`src/csr_config.svh`:
```
`ifndef CSR_CONFIG_SVH
`define CSR_CONFIG_SVH

// Machine word and CSR address widths
`define XLEN                32
`define CSR_ADDR_W          12

// Machine trap setup
`define CSR_MSTATUS         12'h300
`define CSR_MIE             12'h304
`define CSR_MTVEC           12'h305

// Machine trap handling
`define CSR_MSCRATCH        12'h340
`define CSR_MEPC            12'h341
`define CSR_MCAUSE          12'h342

// User-visible timer, read only
`define CSR_TIME            12'hc01
`define CSR_TIMEH           12'hc81

// mstatus fields that are kept
`define MSTATUS_MIE_BIT     3
`define MSTATUS_MPIE_BIT    7
`define MSTATUS_MPP_LSB     11

// mie.MTIE, also the timer bit position in mip
`define MIE_MTIE_BIT        7

// Interrupt flag in the top bit, code 7 below it
`define CAUSE_M_TIMER       32'h8000_0007

// ECALL cause is this base plus the mode it came from
`define CAUSE_ECALL_BASE    8

`endif

```
`src/csr_pkg.sv`:
```
`default_nettype none

`include "csr_config.svh"

package csr_pkg;

    // One CSR value or one pc
    typedef logic [`XLEN-1:0] csr_data_t;

    typedef logic [`CSR_ADDR_W-1:0] csr_addr_t;

    // mtime and mtimecmp are always 64 bits, also on RV32
    typedef logic [63:0] time_t;

    typedef enum logic [2:0] {
        CMD_NONE  = 3'd0,
        CMD_W     = 3'd1,
        CMD_S     = 3'd2,
        CMD_C     = 3'd3,
        CMD_ECALL = 3'd4,
        CMD_MRET  = 3'd5
    } csr_cmd_e;

    // Encoding follows mstatus.MPP
    typedef enum logic [1:0] {
        MODE_U = 2'b00,
        MODE_M = 2'b11
    } priv_mode_e;

    // Command port handshake FSM
    typedef enum logic [1:0] {
        IDLE,
        EXEC,
        DONE
    } port_state_e;

endpackage

`default_nettype wire

```
`src/csr_cmd_port.sv`:
```
`default_nettype none

`include "csr_config.svh"

module csr_cmd_port (
    input  wire                    clk,
    input  wire                    rst_n,
    input  wire                    req,
    input  wire csr_pkg::csr_cmd_e cmd,
    input  wire csr_pkg::csr_addr_t addr,
    input  wire csr_pkg::csr_data_t wdata,
    input  wire csr_pkg::csr_data_t exec_rdata,
    input  wire                    trap_busy,
    output logic                   ack,
    output csr_pkg::csr_data_t     rdata,
    output logic                   exec,
    output csr_pkg::csr_cmd_e      exec_cmd,
    output csr_pkg::csr_addr_t     exec_addr,
    output csr_pkg::csr_data_t     exec_wdata
);

    csr_pkg::port_state_e state;

    // A trap taken this cycle pushes the command back by one cycle or more
    assign exec = (state == csr_pkg::EXEC) && !trap_busy;

    // ack stays up from the end of the exec cycle until req drops
    assign ack = (state == csr_pkg::DONE);

    always_ff @(posedge clk or negedge rst_n) begin
        if (!rst_n) begin
            state <= csr_pkg::IDLE;
        end else begin
            case (state)
                csr_pkg::IDLE: begin
                    if (req) begin
                        state <= csr_pkg::EXEC;
                    end
                end
                csr_pkg::EXEC: begin
                    if (!trap_busy) begin
                        state <= csr_pkg::DONE;
                    end
                end
                csr_pkg::DONE: begin
                    if (!req) begin
                        state <= csr_pkg::IDLE;
                    end
                end
                default: state <= csr_pkg::IDLE;
            endcase
        end
    end

    // Request fields, held for the whole command
    always_ff @(posedge clk) begin
        if (state == csr_pkg::IDLE && req) begin
            exec_cmd   <= cmd;
            exec_addr  <= addr;
            exec_wdata <= wdata;
        end
    end

    // Old register value, valid while ack is high
    always_ff @(posedge clk) begin
        if (exec) begin
            rdata <= exec_rdata;
        end
    end

    a_ack_needs_req: assert property (@(posedge clk) disable iff (!rst_n)
        $rose(ack) |-> req);

    // The requester keeps req up until it sees ack
    a_req_held_in_exec: assert property (@(posedge clk) disable iff (!rst_n)
        (state == csr_pkg::EXEC) |-> req);

endmodule

`default_nettype wire

```
`src/csr_file.sv`:
```
`default_nettype none

`include "csr_config.svh"

module csr_file (
    input  wire                        clk,
    input  wire                        rst_n,
    input  wire                        exec,
    input  wire csr_pkg::csr_cmd_e     exec_cmd,
    input  wire csr_pkg::csr_addr_t    exec_addr,
    input  wire csr_pkg::csr_data_t    exec_wdata,
    input  wire csr_pkg::time_t        mtime,
    input  wire csr_pkg::priv_mode_e   priv_mode,
    input  wire                        trap_enter,
    input  wire csr_pkg::csr_data_t    enter_cause,
    input  wire csr_pkg::csr_data_t    enter_epc,
    input  wire                        trap_return,
    output csr_pkg::csr_data_t         exec_rdata,
    output logic                       mstatus_mie,
    output logic                       mstatus_mpie,
    output csr_pkg::priv_mode_e        mstatus_mpp,
    output logic                       mie_mtie,
    output csr_pkg::csr_data_t         mtvec,
    output csr_pkg::csr_data_t         mepc
);

    csr_pkg::csr_data_t mscratch;
    csr_pkg::csr_data_t mcause;
    csr_pkg::csr_data_t wr_val;
    logic               wr_en;

    // Read mux, unimplemented fields and addresses give 0
    always_comb begin
        exec_rdata = '0;
        case (exec_addr)
            `CSR_MSTATUS: begin
                exec_rdata[`MSTATUS_MIE_BIT]       = mstatus_mie;
                exec_rdata[`MSTATUS_MPIE_BIT]      = mstatus_mpie;
                exec_rdata[`MSTATUS_MPP_LSB +: 2]  = mstatus_mpp;
            end
            `CSR_MIE:      exec_rdata[`MIE_MTIE_BIT] = mie_mtie;
            `CSR_MTVEC:    exec_rdata = mtvec;
            `CSR_MSCRATCH: exec_rdata = mscratch;
            `CSR_MEPC:     exec_rdata = mepc;
            `CSR_MCAUSE:   exec_rdata = mcause;
            `CSR_TIME:     exec_rdata = mtime[`XLEN-1:0];
            `CSR_TIMEH:    exec_rdata = mtime[63:`XLEN];
            default:       exec_rdata = '0;
        endcase
    end

    // New value from the old one, ECALL and MRET write nothing here
    always_comb begin
        wr_en  = 1'b0;
        wr_val = exec_rdata;
        case (exec_cmd)
            csr_pkg::CMD_W: begin
                wr_en  = exec;
                wr_val = exec_wdata;
            end
            csr_pkg::CMD_S: begin
                wr_en  = exec;
                wr_val = exec_rdata | exec_wdata;
            end
            csr_pkg::CMD_C: begin
                wr_en  = exec;
                wr_val = exec_rdata & ~exec_wdata;
            end
            default: wr_en = 1'b0;
        endcase
    end

    always_ff @(posedge clk or negedge rst_n) begin
        if (!rst_n) begin
            mstatus_mie  <= 1'b0;
            mstatus_mpie <= 1'b0;
            mstatus_mpp  <= csr_pkg::MODE_M;
            mie_mtie     <= 1'b0;
            mtvec        <= '0;
            mscratch     <= '0;
            mepc         <= '0;
            mcause       <= '0;
        end else if (trap_enter) begin
            // Stack the interrupt enable and remember where we came from
            mstatus_mpie <= mstatus_mie;
            mstatus_mie  <= 1'b0;
            mstatus_mpp  <= priv_mode;
            mepc         <= enter_epc;
            mcause       <= enter_cause;
        end else if (trap_return) begin
            mstatus_mie  <= mstatus_mpie;
            mstatus_mpie <= 1'b1;
            mstatus_mpp  <= csr_pkg::MODE_U;
        end else if (wr_en) begin
            case (exec_addr)
                `CSR_MSTATUS: begin
                    mstatus_mie  <= wr_val[`MSTATUS_MIE_BIT];
                    mstatus_mpie <= wr_val[`MSTATUS_MPIE_BIT];
                    // Only M and U exist, any other MPP value lands in U
                    mstatus_mpp  <= (wr_val[`MSTATUS_MPP_LSB +: 2] == 2'b11) ?
                                    csr_pkg::MODE_M : csr_pkg::MODE_U;
                end
                `CSR_MIE:      mie_mtie <= wr_val[`MIE_MTIE_BIT];
                `CSR_MTVEC:    mtvec    <= wr_val;
                `CSR_MSCRATCH: mscratch <= wr_val;
                `CSR_MEPC:     mepc     <= wr_val;
                `CSR_MCAUSE:   mcause   <= wr_val;
                // time, timeh and unknown addresses drop the write
                default: ;
            endcase
        end
    end

    a_enter_return_excl: assert property (@(posedge clk) disable iff (!rst_n)
        !(trap_enter && trap_return));

endmodule

`default_nettype wire

```
`src/trap_ctrl.sv`:
```
`default_nettype none

`include "csr_config.svh"

module trap_ctrl (
    input  wire                        clk,
    input  wire                        rst_n,
    input  wire                        exec,
    input  wire csr_pkg::csr_cmd_e     exec_cmd,
    input  wire csr_pkg::csr_data_t    pc,
    input  wire csr_pkg::time_t        mtime,
    input  wire csr_pkg::time_t        mtimecmp,
    input  wire                        interrupt_ready,
    input  wire                        mstatus_mie,
    input  wire csr_pkg::priv_mode_e   mstatus_mpp,
    input  wire                        mie_mtie,
    input  wire csr_pkg::csr_data_t    mtvec,
    input  wire csr_pkg::csr_data_t    mepc,
    output logic                       trap_busy,
    output logic                       trap_enter,
    output csr_pkg::csr_data_t         enter_cause,
    output csr_pkg::csr_data_t         enter_epc,
    output logic                       trap_return,
    output logic                       redirect,
    output csr_pkg::csr_data_t         trap_vector,
    output csr_pkg::priv_mode_e        priv_mode
);

    logic timer_pending;
    logic take_irq;
    logic take_ecall;
    logic take_mret;

    // U mode is always interruptible, M mode only with MIE
    assign timer_pending = (mtime >= mtimecmp) && mie_mtie &&
                           ((priv_mode == csr_pkg::MODE_U) || mstatus_mie);

    // Nothing is taken while the previous redirect is still out
    assign take_irq   = timer_pending && interrupt_ready && !redirect;
    assign trap_busy  = take_irq || redirect;

    assign take_ecall = exec && (exec_cmd == csr_pkg::CMD_ECALL);
    assign take_mret  = exec && (exec_cmd == csr_pkg::CMD_MRET);

    assign trap_enter  = take_irq || take_ecall;
    assign trap_return = take_mret;
    assign enter_epc   = pc;

    // ECALL from U gives 8, from M gives 11
    assign enter_cause = take_irq ? `CAUSE_M_TIMER :
                         csr_pkg::csr_data_t'(`CAUSE_ECALL_BASE) +
                         csr_pkg::csr_data_t'(priv_mode);

    always_ff @(posedge clk or negedge rst_n) begin
        if (!rst_n) begin
            redirect  <= 1'b0;
            priv_mode <= csr_pkg::MODE_M;
        end else begin
            redirect <= trap_enter || take_mret;
            if (trap_enter) begin
                priv_mode <= csr_pkg::MODE_M;
            end else if (take_mret) begin
                priv_mode <= mstatus_mpp;
            end
        end
    end

    // Target only matters while redirect is high
    always_ff @(posedge clk) begin
        if (trap_enter) begin
            trap_vector <= mtvec;
        end else if (take_mret) begin
            trap_vector <= mepc;
        end
    end

    a_redirect_single: assert property (@(posedge clk) disable iff (!rst_n)
        redirect |=> !redirect);

    // Trap entry lands in M mode with interrupts masked by the register file
    a_enter_to_m: assert property (@(posedge clk) disable iff (!rst_n)
        trap_enter |=> (priv_mode == csr_pkg::MODE_M) && !mstatus_mie);

endmodule

`default_nettype wire

```
`src/csr_unit.sv`:
```
`default_nettype none

module csr_unit (
    input  wire                        clk,
    input  wire                        rst_n,
    input  wire                        req,
    input  wire csr_pkg::csr_cmd_e     cmd,
    input  wire csr_pkg::csr_addr_t    addr,
    input  wire csr_pkg::csr_data_t    wdata,
    output wire                        ack,
    output wire csr_pkg::csr_data_t    rdata,
    input  wire csr_pkg::time_t        mtime,
    input  wire csr_pkg::time_t        mtimecmp,
    input  wire                        interrupt_ready,
    input  wire csr_pkg::csr_data_t    pc,
    output wire                        redirect,
    output wire csr_pkg::csr_data_t    trap_vector,
    output wire csr_pkg::priv_mode_e   priv_mode
);

    // Command port to register file and trap control
    wire                      exec;
    wire csr_pkg::csr_cmd_e   exec_cmd;
    wire csr_pkg::csr_addr_t  exec_addr;
    wire csr_pkg::csr_data_t  exec_wdata;
    wire csr_pkg::csr_data_t  exec_rdata;
    wire                      trap_busy;

    // Trap control and register file
    wire                      trap_enter;
    wire csr_pkg::csr_data_t  enter_cause;
    wire csr_pkg::csr_data_t  enter_epc;
    wire                      trap_return;
    wire                      mstatus_mie;
    wire csr_pkg::priv_mode_e mstatus_mpp;
    wire                      mie_mtie;
    wire csr_pkg::csr_data_t  mtvec;
    wire csr_pkg::csr_data_t  mepc;

    csr_cmd_port i_cmd_port (
        .clk        (clk),
        .rst_n      (rst_n),
        .req        (req),
        .cmd        (cmd),
        .addr       (addr),
        .wdata      (wdata),
        .exec_rdata (exec_rdata),
        .trap_busy  (trap_busy),
        .ack        (ack),
        .rdata      (rdata),
        .exec       (exec),
        .exec_cmd   (exec_cmd),
        .exec_addr  (exec_addr),
        .exec_wdata (exec_wdata)
    );

    csr_file i_csr_file (
        .clk          (clk),
        .rst_n        (rst_n),
        .exec         (exec),
        .exec_cmd     (exec_cmd),
        .exec_addr    (exec_addr),
        .exec_wdata   (exec_wdata),
        .mtime        (mtime),
        .priv_mode    (priv_mode),
        .trap_enter   (trap_enter),
        .enter_cause  (enter_cause),
        .enter_epc    (enter_epc),
        .trap_return  (trap_return),
        .exec_rdata   (exec_rdata),
        .mstatus_mie  (mstatus_mie),
        .mstatus_mpie (),
        .mstatus_mpp  (mstatus_mpp),
        .mie_mtie     (mie_mtie),
        .mtvec        (mtvec),
        .mepc         (mepc)
    );

    trap_ctrl i_trap_ctrl (
        .clk             (clk),
        .rst_n           (rst_n),
        .exec            (exec),
        .exec_cmd        (exec_cmd),
        .pc              (pc),
        .mtime           (mtime),
        .mtimecmp        (mtimecmp),
        .interrupt_ready (interrupt_ready),
        .mstatus_mie     (mstatus_mie),
        .mstatus_mpp     (mstatus_mpp),
        .mie_mtie        (mie_mtie),
        .mtvec           (mtvec),
        .mepc            (mepc),
        .trap_busy       (trap_busy),
        .trap_enter      (trap_enter),
        .enter_cause     (enter_cause),
        .enter_epc       (enter_epc),
        .trap_return     (trap_return),
        .redirect        (redirect),
        .trap_vector     (trap_vector),
        .priv_mode       (priv_mode)
    );

endmodule

`default_nettype wire

```
`config.mk`:
```
export PLATFORM = sky130hd
export DESIGN_NAME = csr_unit
export DESIGN_NICKNAME = d
export VERILOG_FILES = /design/src/csr_pkg.sv /design/src/csr_cmd_port.sv /design/src/csr_file.sv /design/src/trap_ctrl.sv /design/src/csr_unit.sv
export VERILOG_INCLUDE_DIRS = /design/src
export SDC_FILE = /design/constraint.sdc
export NUM_CORES = 1
export LEC_CHECK = 0
export BUFFER_PORTS_ARGS = -buffer_cell sky130_fd_sc_hd__buf_2
export CORE_MARGIN = 1.5
export CORE_UTILIZATION = 55
export CTS_BUF_LIST = sky130_fd_sc_hd__clkbuf_8
export DETAILED_ROUTE_END_ITERATION = 7
export PLACE_DENSITY = 0.85
export RECOVER_POWER = 25
export SLEW_MARGIN = 20
export SYNTH_ARGS = -nofsm -noshare
export SYNTH_HDL_FRONTEND = slang
export SYNTH_SLANG_ARGS = --single-unit
```
`constraint.sdc`:
```
create_clock -name clk -period 5.8 [get_ports clk]
set_clock_uncertainty 0.05 [all_clocks]
set_input_delay 1.45 -clock clk [delete_from_list [all_inputs] [get_ports clk]]
set_output_delay 1.45 -clock clk [all_outputs]
set_load 0.005 [all_outputs]
```
After elaboration in Yosys (flattened, before gate mapping)
Index checks and enable logic that the tools add are counted.
Storage, ports and cells
  bits in registers: 249
  latch bits: 0
  RAM bits: 0
  bits in read-only memories: 0
  bits of input ports: 211
  output and inout port bits: 68
  memories: 0
Operators by class
  add/subtract/negate cells: 1
  $mul: 0
  div/mod/pow operators: 0
  magnitude comparators: 1
  equality and inequality tests: 20
  shift-type cells: 0
  muxes and demuxes: 39
  bitwise gates (word level): 5
  reductions and logical operators: 30
Operators with widths (number)
  $mux 32: 11
  $pmux 19 s6: 1
  $pmux 32 s3: 1
  $eq 12x10->1 const B: 6
  $ge 64x64->1: 1
  $pmux 3 s6: 3
  $and 32x32->32: 1
  $not 32->32: 1
  $or 32x32->32: 1
  $eq 12x12->1 const B: 2
  $mux 2: 10
  $pmux 2 s7: 1
  $reduce_and 4->1: 3
  $mux 1: 9
  $reduce_and 3->1: 3
  $logic_and 1x1->1: 8
  $pmux 1 s8: 1
  $reduce_bool 2->1: 4
  $pmux 1 s7: 1
  $eq 3x2->1 const B: 2
  $eq 3x3->1 const B: 2
  $ne 2x2->1 const B: 3
  $pmux 2 s3: 1
  $reduce_bool 3->1: 2
  other kinds (11): 18

Depth between registers and ports, before layout
Gate-level depths: netlist of run 1.
  depth in word-level cells: 12
  mapped depth: 14
  gate-level depth less buffers: 11

Cells and area by module
Synthesis of run 1 repeated with hierarchy kept, for this count alone.
Unflattened totals
  cell total of the unflattened synthesis: 1311
  area total of the unflattened synthesis: 14031.0 µm²
Modules (own cells, without submodules)
  csr_file: times used 1, cells each 842, area an instance 7817.5 µm², sequential area each 3330.7 µm²
  trap_ctrl: times used 1, cells each 380, area an instance 3744.8 µm², sequential area each 1038.5 µm²
  csr_cmd_port: times used 1, cells each 89, area an instance 2468.6 µm², sequential area each 2422.3 µm²

Least setup slack after synthesis of run 1
No wires, ideal clock.
  path type: input to register
  start point: input req
  end point: register i_cmd_port.exec_addr[0], enable pin
  setup time: 0.521 ns
  arrival: 4.910 ns
  slack: 0.319 ns
  stages: 1
  buffers on the path: 0
  cell sequence: nor3b_1
On the way
  cells in the longest elaborated chain, start to end: 1
RTL lines
  from (decl): RTL line csr_unit.sv:6  | input wire req,
  $logic_and 1x1->1: RTL line csr_cmd_port.sv:57  | if (state == csr_pkg::IDLE && req) begin
  to (signal assigned): RTL line csr_cmd_port.sv:59  | exec_addr <= addr;
  to (decl): RTL line csr_cmd_port.sv:18  | output csr_pkg::csr_addr_t exec_addr,
Every way passes these cells.
A chain may end at the register's enable or synchronous reset.

Worst setup path in the final report of run 1
  start point: input mtime[49]
  end point: register i_csr_file.mcause[28]
On the way
  cells in the longest elaborated chain, start to end: 12
  elaborated cells between the ends (all ways): 17
  classes of those cells: order compare: 1; eq/ne: 1; mux: 2; reduce/logical: 13
RTL lines
  from (decl): RTL line csr_unit.sv:12  | input wire csr_pkg::time_t mtime,
  $ge 64x64->1 *: RTL line trap_ctrl.sv:35  | assign timer_pending = (mtime >= mtimecmp) && mie_mtie &&
  $logic_and 1x1->1 * (2 in a row): RTL line trap_ctrl.sv:35
  $logic_and 1x1->1 * (2 in a row): RTL line trap_ctrl.sv:39  | assign take_irq = timer_pending && interrupt_ready && !redirect;
  $logic_or 1x1->1: RTL line trap_ctrl.sv:40  | assign trap_busy = take_irq || redirect;
  $logic_not 1->1: RTL line csr_cmd_port.sv:25  | assign exec = (state == csr_pkg::EXEC) && !trap_busy;
  $logic_and 1x1->1: RTL line csr_cmd_port.sv:25
  $logic_and 1x1->1: RTL line trap_ctrl.sv:42  | assign take_ecall = exec && (exec_cmd == csr_pkg::CMD_ECALL);
  $logic_or 1x1->1: RTL line trap_ctrl.sv:45  | assign trap_enter = take_irq || take_ecall;
  $ne 2x1->1 (no source line) / $reduce_bool 2->1 (equally long branches)
  $reduce_and 3->1 (no source line)
  to (signal assigned): RTL line csr_file.sv:89  | mcause <= enter_cause;
  to (signal assigned): RTL line csr_file.sv:107  | `CSR_MCAUSE: mcause <= wr_val;
  to (decl): RTL line csr_file.sv:28  | csr_pkg::csr_data_t mcause;
Mark *: on every way between the ends. The rest lies on a longest branch, timed or not.

==> summary.txt, run 1 <==
Route
  • Routed Antenna Nets: 0
  • DRT iter0 DRCs: 1100
  • DRC: 1
  • Final WL: just over 40000 microns
  • Via density: 6.09
  • Pre-Repair DR Iteration Count: 8
  • Via Count: about 11000
  • Routed len/inst: ~22 microns

Placed design
  • Place WS: about 840 ps
  • Port Buffer Count: 278
  • Placed Area: 14900 sq um
  • DP HPWL: about 28000 microns
  • GP Congestion: 0.898

Timing
  • Final TNS setup: 0 ps
  • Fin crit share: 76.4%
  • Pins over their slew limit: 104
  • Number of hold violations in the final report: 0
  • Worst slew margin: -73.6%
  • Final worst slack: 1370 ps
  • Worst Max-Slew Pin Slew: roughly 2600 ps
  • Unrepaired setup endpoints after global routing: no
  • Final hold slack: 452 ps
  • Fin crit period: ~4400 ps
  • Max Clock Freq: between 200 and 250 MHz
  • Setup violations, final: 0

Synthesis
  • Mapped cell area: 13200 sq um
  • Gate Count Post-Synth: 1249
  • Yosys cell types: 63
  • Synthesis Warnings: 0
  • Flip-flop and latch count after synthesis: 249
  • Synth Flop Type: dfrtp_1
  • Number of synthesized flops with an enable pin: 111
  • Sequential area share after synthesis: 51.5%
  • Net Count, Synth: 1524
  • Yosys top cell area share: 25.4%
  • Yosys top cell by area: dfrtp_1
  • Synth async-reset ratio: 55.4%
  • Top cells by area, synth: dfrtp_1, edfxtp_1, ha_1, nand2_1, mux2_2
  • Syn Area/Cell: approximately 11 sq um
  • Synth cell count leaders: nand2_1, dfrtp_1, edfxtp_1, nor2_1, inv_1
  • Top-count cell post-synth: nand2_1

Clock network
  • Hold-fix buffers at CTS: 0
  • Clock-pin slew on the worst setup and hold paths: approximately 60 ps
  • Post-CTS sizing: 0
  • TritonCTS clock tree: yes
  • H-tree level count: 2
  • CTS sink count: 249
  • Setup Buffers After CTS: 0
  • TritonCTS Buffers: 40
  • Clock latency at the later pin of the worst-skew pair: 550 ps
  • CTS max path bufs: 3
  • CTS Root Cell: clkbuf_8

Pwr
  • Sw Pwr: 1590 uW
  • Net Sw Frac: between 30 and 40%
  • Share of total power in sequential cells: between 40% and 50%
  • Static Leak: 0.00735 uW
  • Max VDD drop: 180 uV
  • Clock power frac: 30.6%
  • Internal Pwr Total: 3560 uW
  • Power Density: 327 nW/um^2
  • Combinational share of power: 21.9%

Job
  • Max-cap viol count: 1

Global routing
  • GRT busiest layer: met2
  • Met1 Track Usage GR: 40.4%
  • Vias in the first global route: 11200
  • Largest net degree at the start of global routing: 104
  • GR Util All Layers: between 30% and 40%
  • Met3 Usage GRT: 6.27%
  • Initial antenna violation count: 1
  • Met2 Usage GRT: 55.2%
  • Overflow after GRT: 0
  • First-pass GRT wire length: 60500 microns

Status
  • Status: finished, violations left
  • Violated checks: design-rule violations, max-capacitance violations, max-slew violations

Worst setup path
  • Reg-to-Reg End: i_csr_file.mepc[5]
  • CP Launch Type: input port
  • Worst setup path startpoint: mtime[49]
  • Required time worst endpoint: 6210 ps
  • Critical path class: input port to flop
  • Reg2reg start: i_cmd_port.exec_addr[7]
  • Crit path DAT: approximately 4800 ps
  • Crit path to: i_csr_file.mcause[28]
  • Crit-path max FO: between 50 and 60
  • R2R setup slack: around 1800 ps
  • Reg2Reg Depth: 10
  • CP endpoint kind: flop

Finish
  • Share of cells above drive strength 1: 28.5%
  • Post-route cell area: 15800 sq um
  • Layout net count: about 1800
  • P&R area growth vs syn: 19.4%

Floorplanning
  • Die area: 24900 sq um
  • Ports: roughly 280
  • Die Width: 158 microns
  • Initial Util: 56.1%
  • # rows: 56
  • Core Region: 23500 sq um
  • Die Span Y: approximately 160 microns

Worst hold path
  • Worst hold path type: flop to flop
==> layer usage <==
layer / part of all wire [%] / vias to the layer above
met3: 9.3 / 120
met1: 38 / 5442
met5: 0 / -
li1: - / 5143
met2: 49 / 690
met4: 3.9 / 0
==> layout make-up <==
class / instances / area (sq um)
sequential: 249 / 6790
clock inverter: 20 / 136
clock buffer: 50 / 688
timing repair buffer: 305 / 1620
multi-input combinational: 847 / 5820
tap: 319 / 399
antenna: 1 / 2.50
inverter: 79 / 297
fill: 1857 / 7780
==> cells by family (layout without fill, tap and decap cells) <==
| kind of cell | count (synthesis) | count (layout) | share of synthesized area, % |
|---|---|---|---|
| and+or+nand+nor | 368 | 368 | 12.7 |
| AOI/OAI and AO/OA | 308 | 308 | 16.4 |
| DFF | 249 | 249 | 51.5 |
| buffers and inverters | 153 | 454 | 4.85 |
| muxes | 107 | 107 | 8.61 |
| adders and majority gates | 64 | 64 | 6.07 |
| other | 0 | 1 | 0 |
==> placed cells by master, fill, tap and decap left out, drive strengths merged, types with 8 or more instances in the layout <==
master and n:
buf 300, nand2 176, dfrtp 134, edfxtp 111, nor2 97, inv 89, o21ai 83, a21oi 74
ha 64, mux2i 55, clkbuf 55, mux2 52, a221o 35, nand3 33, a222oi 26, o211ai 24
nand4 20, a22oi 19, a221oi 9, clkinv 8
==> flip-flops by register name (all words and copies together) (netlist names) <==
| signal | flops |
|---|---|
| i_csr_file.mstatus_mpp | 2 |
| i_csr_file.mcause | 32 |
| i_csr_file.mstatus_mie | 1 |
| i_cmd_port.exec_wdata | 32 |
| i_trap_ctrl.trap_vector | 32 |
| i_trap_ctrl.priv_mode | 2 |
| i_cmd_port.rdata | 32 |
| i_cmd_port.exec_cmd | 3 |
| i_csr_file.mie_mtie | 1 |
| i_csr_file.mscratch | 32 |
| i_csr_file.mtvec | 32 |
| i_csr_file.mepc | 32 |
| i_csr_file.mstatus_mpie | 1 |
| i_cmd_port.state | 2 |
| i_cmd_port.exec_addr | 12 |
| i_trap_ctrl.redirect | 1 |
==> how the worst min path moves through the flow <==
stage / depth (start not counted) / startpoint / slack [ps] / end
3_3_place_gp: 2 / i_csr_file.mcause[11] / 430 / i_csr_file.mcause[11]
2_1_floorplan: 2 / i_csr_file.mcause[10] / 410 / i_csr_file.mcause[10]
4_1_cts: 2 / i_csr_file.mcause[12] / 450 / i_csr_file.mcause[12]
6_report: 2 / i_csr_file.mcause[12] / 450 / i_csr_file.mcause[12]
5_1_grt: 2 / i_csr_file.mtvec[17] / 480 / i_csr_file.mtvec[17]
3_5_place_dp: 2 / i_csr_file.mcause[12] / 440 / i_csr_file.mcause[12]
==> metrics by stage <==
step | total power, uW | util, % | std cells
2_1_floorplan | 3080 | - | 1249
3_3_place_gp | 3520 | 63.4 | 1798
3_5_place_dp | 3580 | 63.4 | 1798
4_1_cts | 5140 | 66.9 | 1868
5_1_grt | 5360 | 66.9 | 1870
6_report | 5150 | 66.9 | 1870
==> worst max-delay path, cell delays in order <==
cell       delay, ps
buf_2            110
ha_1             300
a21o_1           190
nand3_1           80
a21oi_1           60
a2111oi_0        530
o31ai_1          260
o31ai_4          700
a21o_2           240
buf_4            570
nand3_1          190
o21ai_0          140
==> power by group through the flow <==
stage                     Clock (uW)  Combinational [uW]  Sequential [uW]
after global routing            1660                1230             2470
after floorplan                    0                 664             2420
after global placement             0                1070             2450
final                           1570                1130             2450
after detailed placement           0                1110             2460
after CTS                       1580                1120             2440
Note: power is estimated with default switching activity, not from simulation.
==> run 2: changes to the inputs <==
==> constraint.sdc (replaced) <==
create_clock -name clk -period 4.34 [get_ports clk]
set_clock_uncertainty 0.05 [all_clocks]
set_input_delay 1.085 -clock clk [delete_from_list [all_inputs] [get_ports clk]]
set_output_delay 1.085 -clock clk [all_outputs]
set_load 0.005 [all_outputs]
==> run 2 against run 1 <==
Largest cell class unchanged. Sequential share of layout area down 0.28 points. Wire length down 1.2%. Global-route usage down 0.16 points. Core utilization up 0.44 points. Clock-buffer cell count down 6. Cell count up 0.80%. Highest routed layer unchanged. Non-clock buffer count up 12. The run ends with max-capacitance violations, max-slew violations left. Worst hold slack worse by 3.1 ps. Sequential power up 33%.
==> summary.txt, run 2 (synthesized netlist as in run 1, its figures left out) <==
Timing
  • Worst Max-Slew Pin Slew: ~2900 ps
  • Fin crit share: 86.1%
  • Worst slew margin: -90.6%
  • Setup violations, final: 0
  • Unrepaired setup endpoints after global routing: no
  • Number of hold violations in the final report: 0
  • Final TNS setup: 0 ps
  • Max Clock Freq: ~270 MHz
  • Fin crit period: around 3700 ps
  • Pins over their slew limit: 114

Placed design
  • Port Buffer Count: 278
  • DP HPWL: between 20000 and 30000 microns
  • GP Congestion: 0.913
  • Placed insts: approximately 1800

Finish
  • Layout net count: 1809
  • Commonest cells after routing, fill and taps aside: buf_2, nand2_1, dfrtp_1, edfxtp_1, inv_1
  • P&R area growth vs syn: 20.2%
  • Final core occ: about 67%
  • Share of cells above drive strength 1: 28.5%
  • Most common cell after layout, fill and taps aside: buf_2
  • Non-Filler Instances: 1885

Route
  • Via Count: between 10000 and 15000
  • Pre-Repair DR Iteration Count: 6
  • Via density: 6.06
  • DRC: 0
  • Final WL: around 40000 microns
  • DRT iter0 DRCs: 1132
  • Routed Antenna Nets: 0
  • Routed len/inst: 21.1 microns

Status
  • Violated checks: max-capacitance violations, max-slew violations
  • Status: finished, violations left

Global routing
  • First-pass GRT wire length: ~60000 microns
  • Largest net degree at the start of global routing: around 110
  • Initial antenna violation count: 1
  • Vias in the first global route: 11300
  • GR Util All Layers: 32.2%
  • Overflow after GRT: 0

Worst hold path
  • Hold endpoint: i_csr_file.mcause[17]
  • Worst hold path type: flop to flop
  • Hold_sp: i_csr_file.mcause[17]
  • Hold path depth: 2

Pwr
  • Max VDD drop: 254 uV
  • Static Leak: 0.00742 uW
  • Total power: around 6700 uW
  • Power Density: 422 nW/um^2

Worst setup path
  • Crit path DAT: 4110 ps
  • Reg2reg start: i_cmd_port.exec_addr[0]
  • R2R setup slack: 930 ps
  • Reg2Reg Depth: 10
  • Crit-path max FO: 57
  • Reg-to-Reg End: i_csr_file.mepc[0]
  • Required time worst endpoint: 4710 ps
  • CP endpoint kind: flop
  • CP Launch Type: input port
  • Critical path class: input port to flop

Clock network
  • CTS Root Cell: clkbuf_8
  • CTS sink count: 249
  • CTS max path bufs: 3
  • Post-CTS sizing: 0
  • Setup Buffers After CTS: 0
  • Hold-fix buffers at CTS: 0
  • Clock-pin slew on the worst setup and hold paths: 60 ps
  • TritonCTS clock tree: yes
  • TritonCTS Buffers: 40
  • Clock latency at the later pin of the worst-skew pair: 550 ps
  • H-tree level count: 2

Floorplanning
  • Ports: 279
  • # rows: 56
  • Core Region: 23500 sq um
  • Die area: around 25000 sq um
  • Die Span Y: roughly 160 microns
  • Initial Util: between 50% and 60%
  • Die Width: between 150 and 200 microns

Job
  • Max-cap viol count: 1
run 2: metal layers:
metal  global-route usage (%)  up-vias  share of wire (%)
met5                        0        -                  0
met1                     39.1     5425                 38
met2                     54.1      684                 48
met4                     17.2        0                4.7
li1                         -     5181                  -
met3                     6.68      128                9.8
run 2: how the worst max path moves through the flow:
stage                 startpoint                         end  slack (ps)
finish                  mtime[9]         i_csr_file.mepc[28]         600
global route            mtime[7]         i_csr_file.mepc[28]         560
CTS                     mtime[9]         i_csr_file.mepc[28]         680
detailed placement      mtime[9]         i_csr_file.mepc[28]         120
global placement        mtime[9]         i_csr_file.mepc[27]         190
floorplan           mtimecmp[59]  i_trap_ctrl.trap_vector[0]         190
run 2: layout make-up:
class                           count  area, sq um
Fill cell                        1824         7680
Sequential cell                   249         6790
Multi-Input combinational cell    847         5830
Timing Repair Buffer              317         1790
Clock buffer                       44          606
Tap cell                          319          399
Inverter                           79          297
Clock inverter                     29          145
Antenna cell                        1         2.50
run 2: metrics by stage:
step / hold WS (ps) / worst slack [ps] / area (sq um)
floorplan: 413 / 185 / 13200
global placement: 426 / 189 / 15100
detailed placement: 436 / 120 / 15100
CTS: 449 / 684 / 15900
global route: 475 / 559 / 15900
finish: 449 / 604 / 15900
run 2: report_power, final:
group	total, uW	internal (uW)	leakage [uW]	switching (uW)
combinational	1520	648	0.00409	869
sequential	3270	2970	0.00288	300
clock	1900	990	0.000448	906
total	6690	4610	0.00742	2070
run 2: worst max-delay path, stage by stage:
cell	delay [ps]
buf_2	110
ha_1	300
a211oi_1	240
nor2_1	90
a2111oi_2	490
nor4_1	120
a211o_1	340
o31ai_4	360
buf_4	250
a21oi_4	90
buf_12	210
a221o_1	390
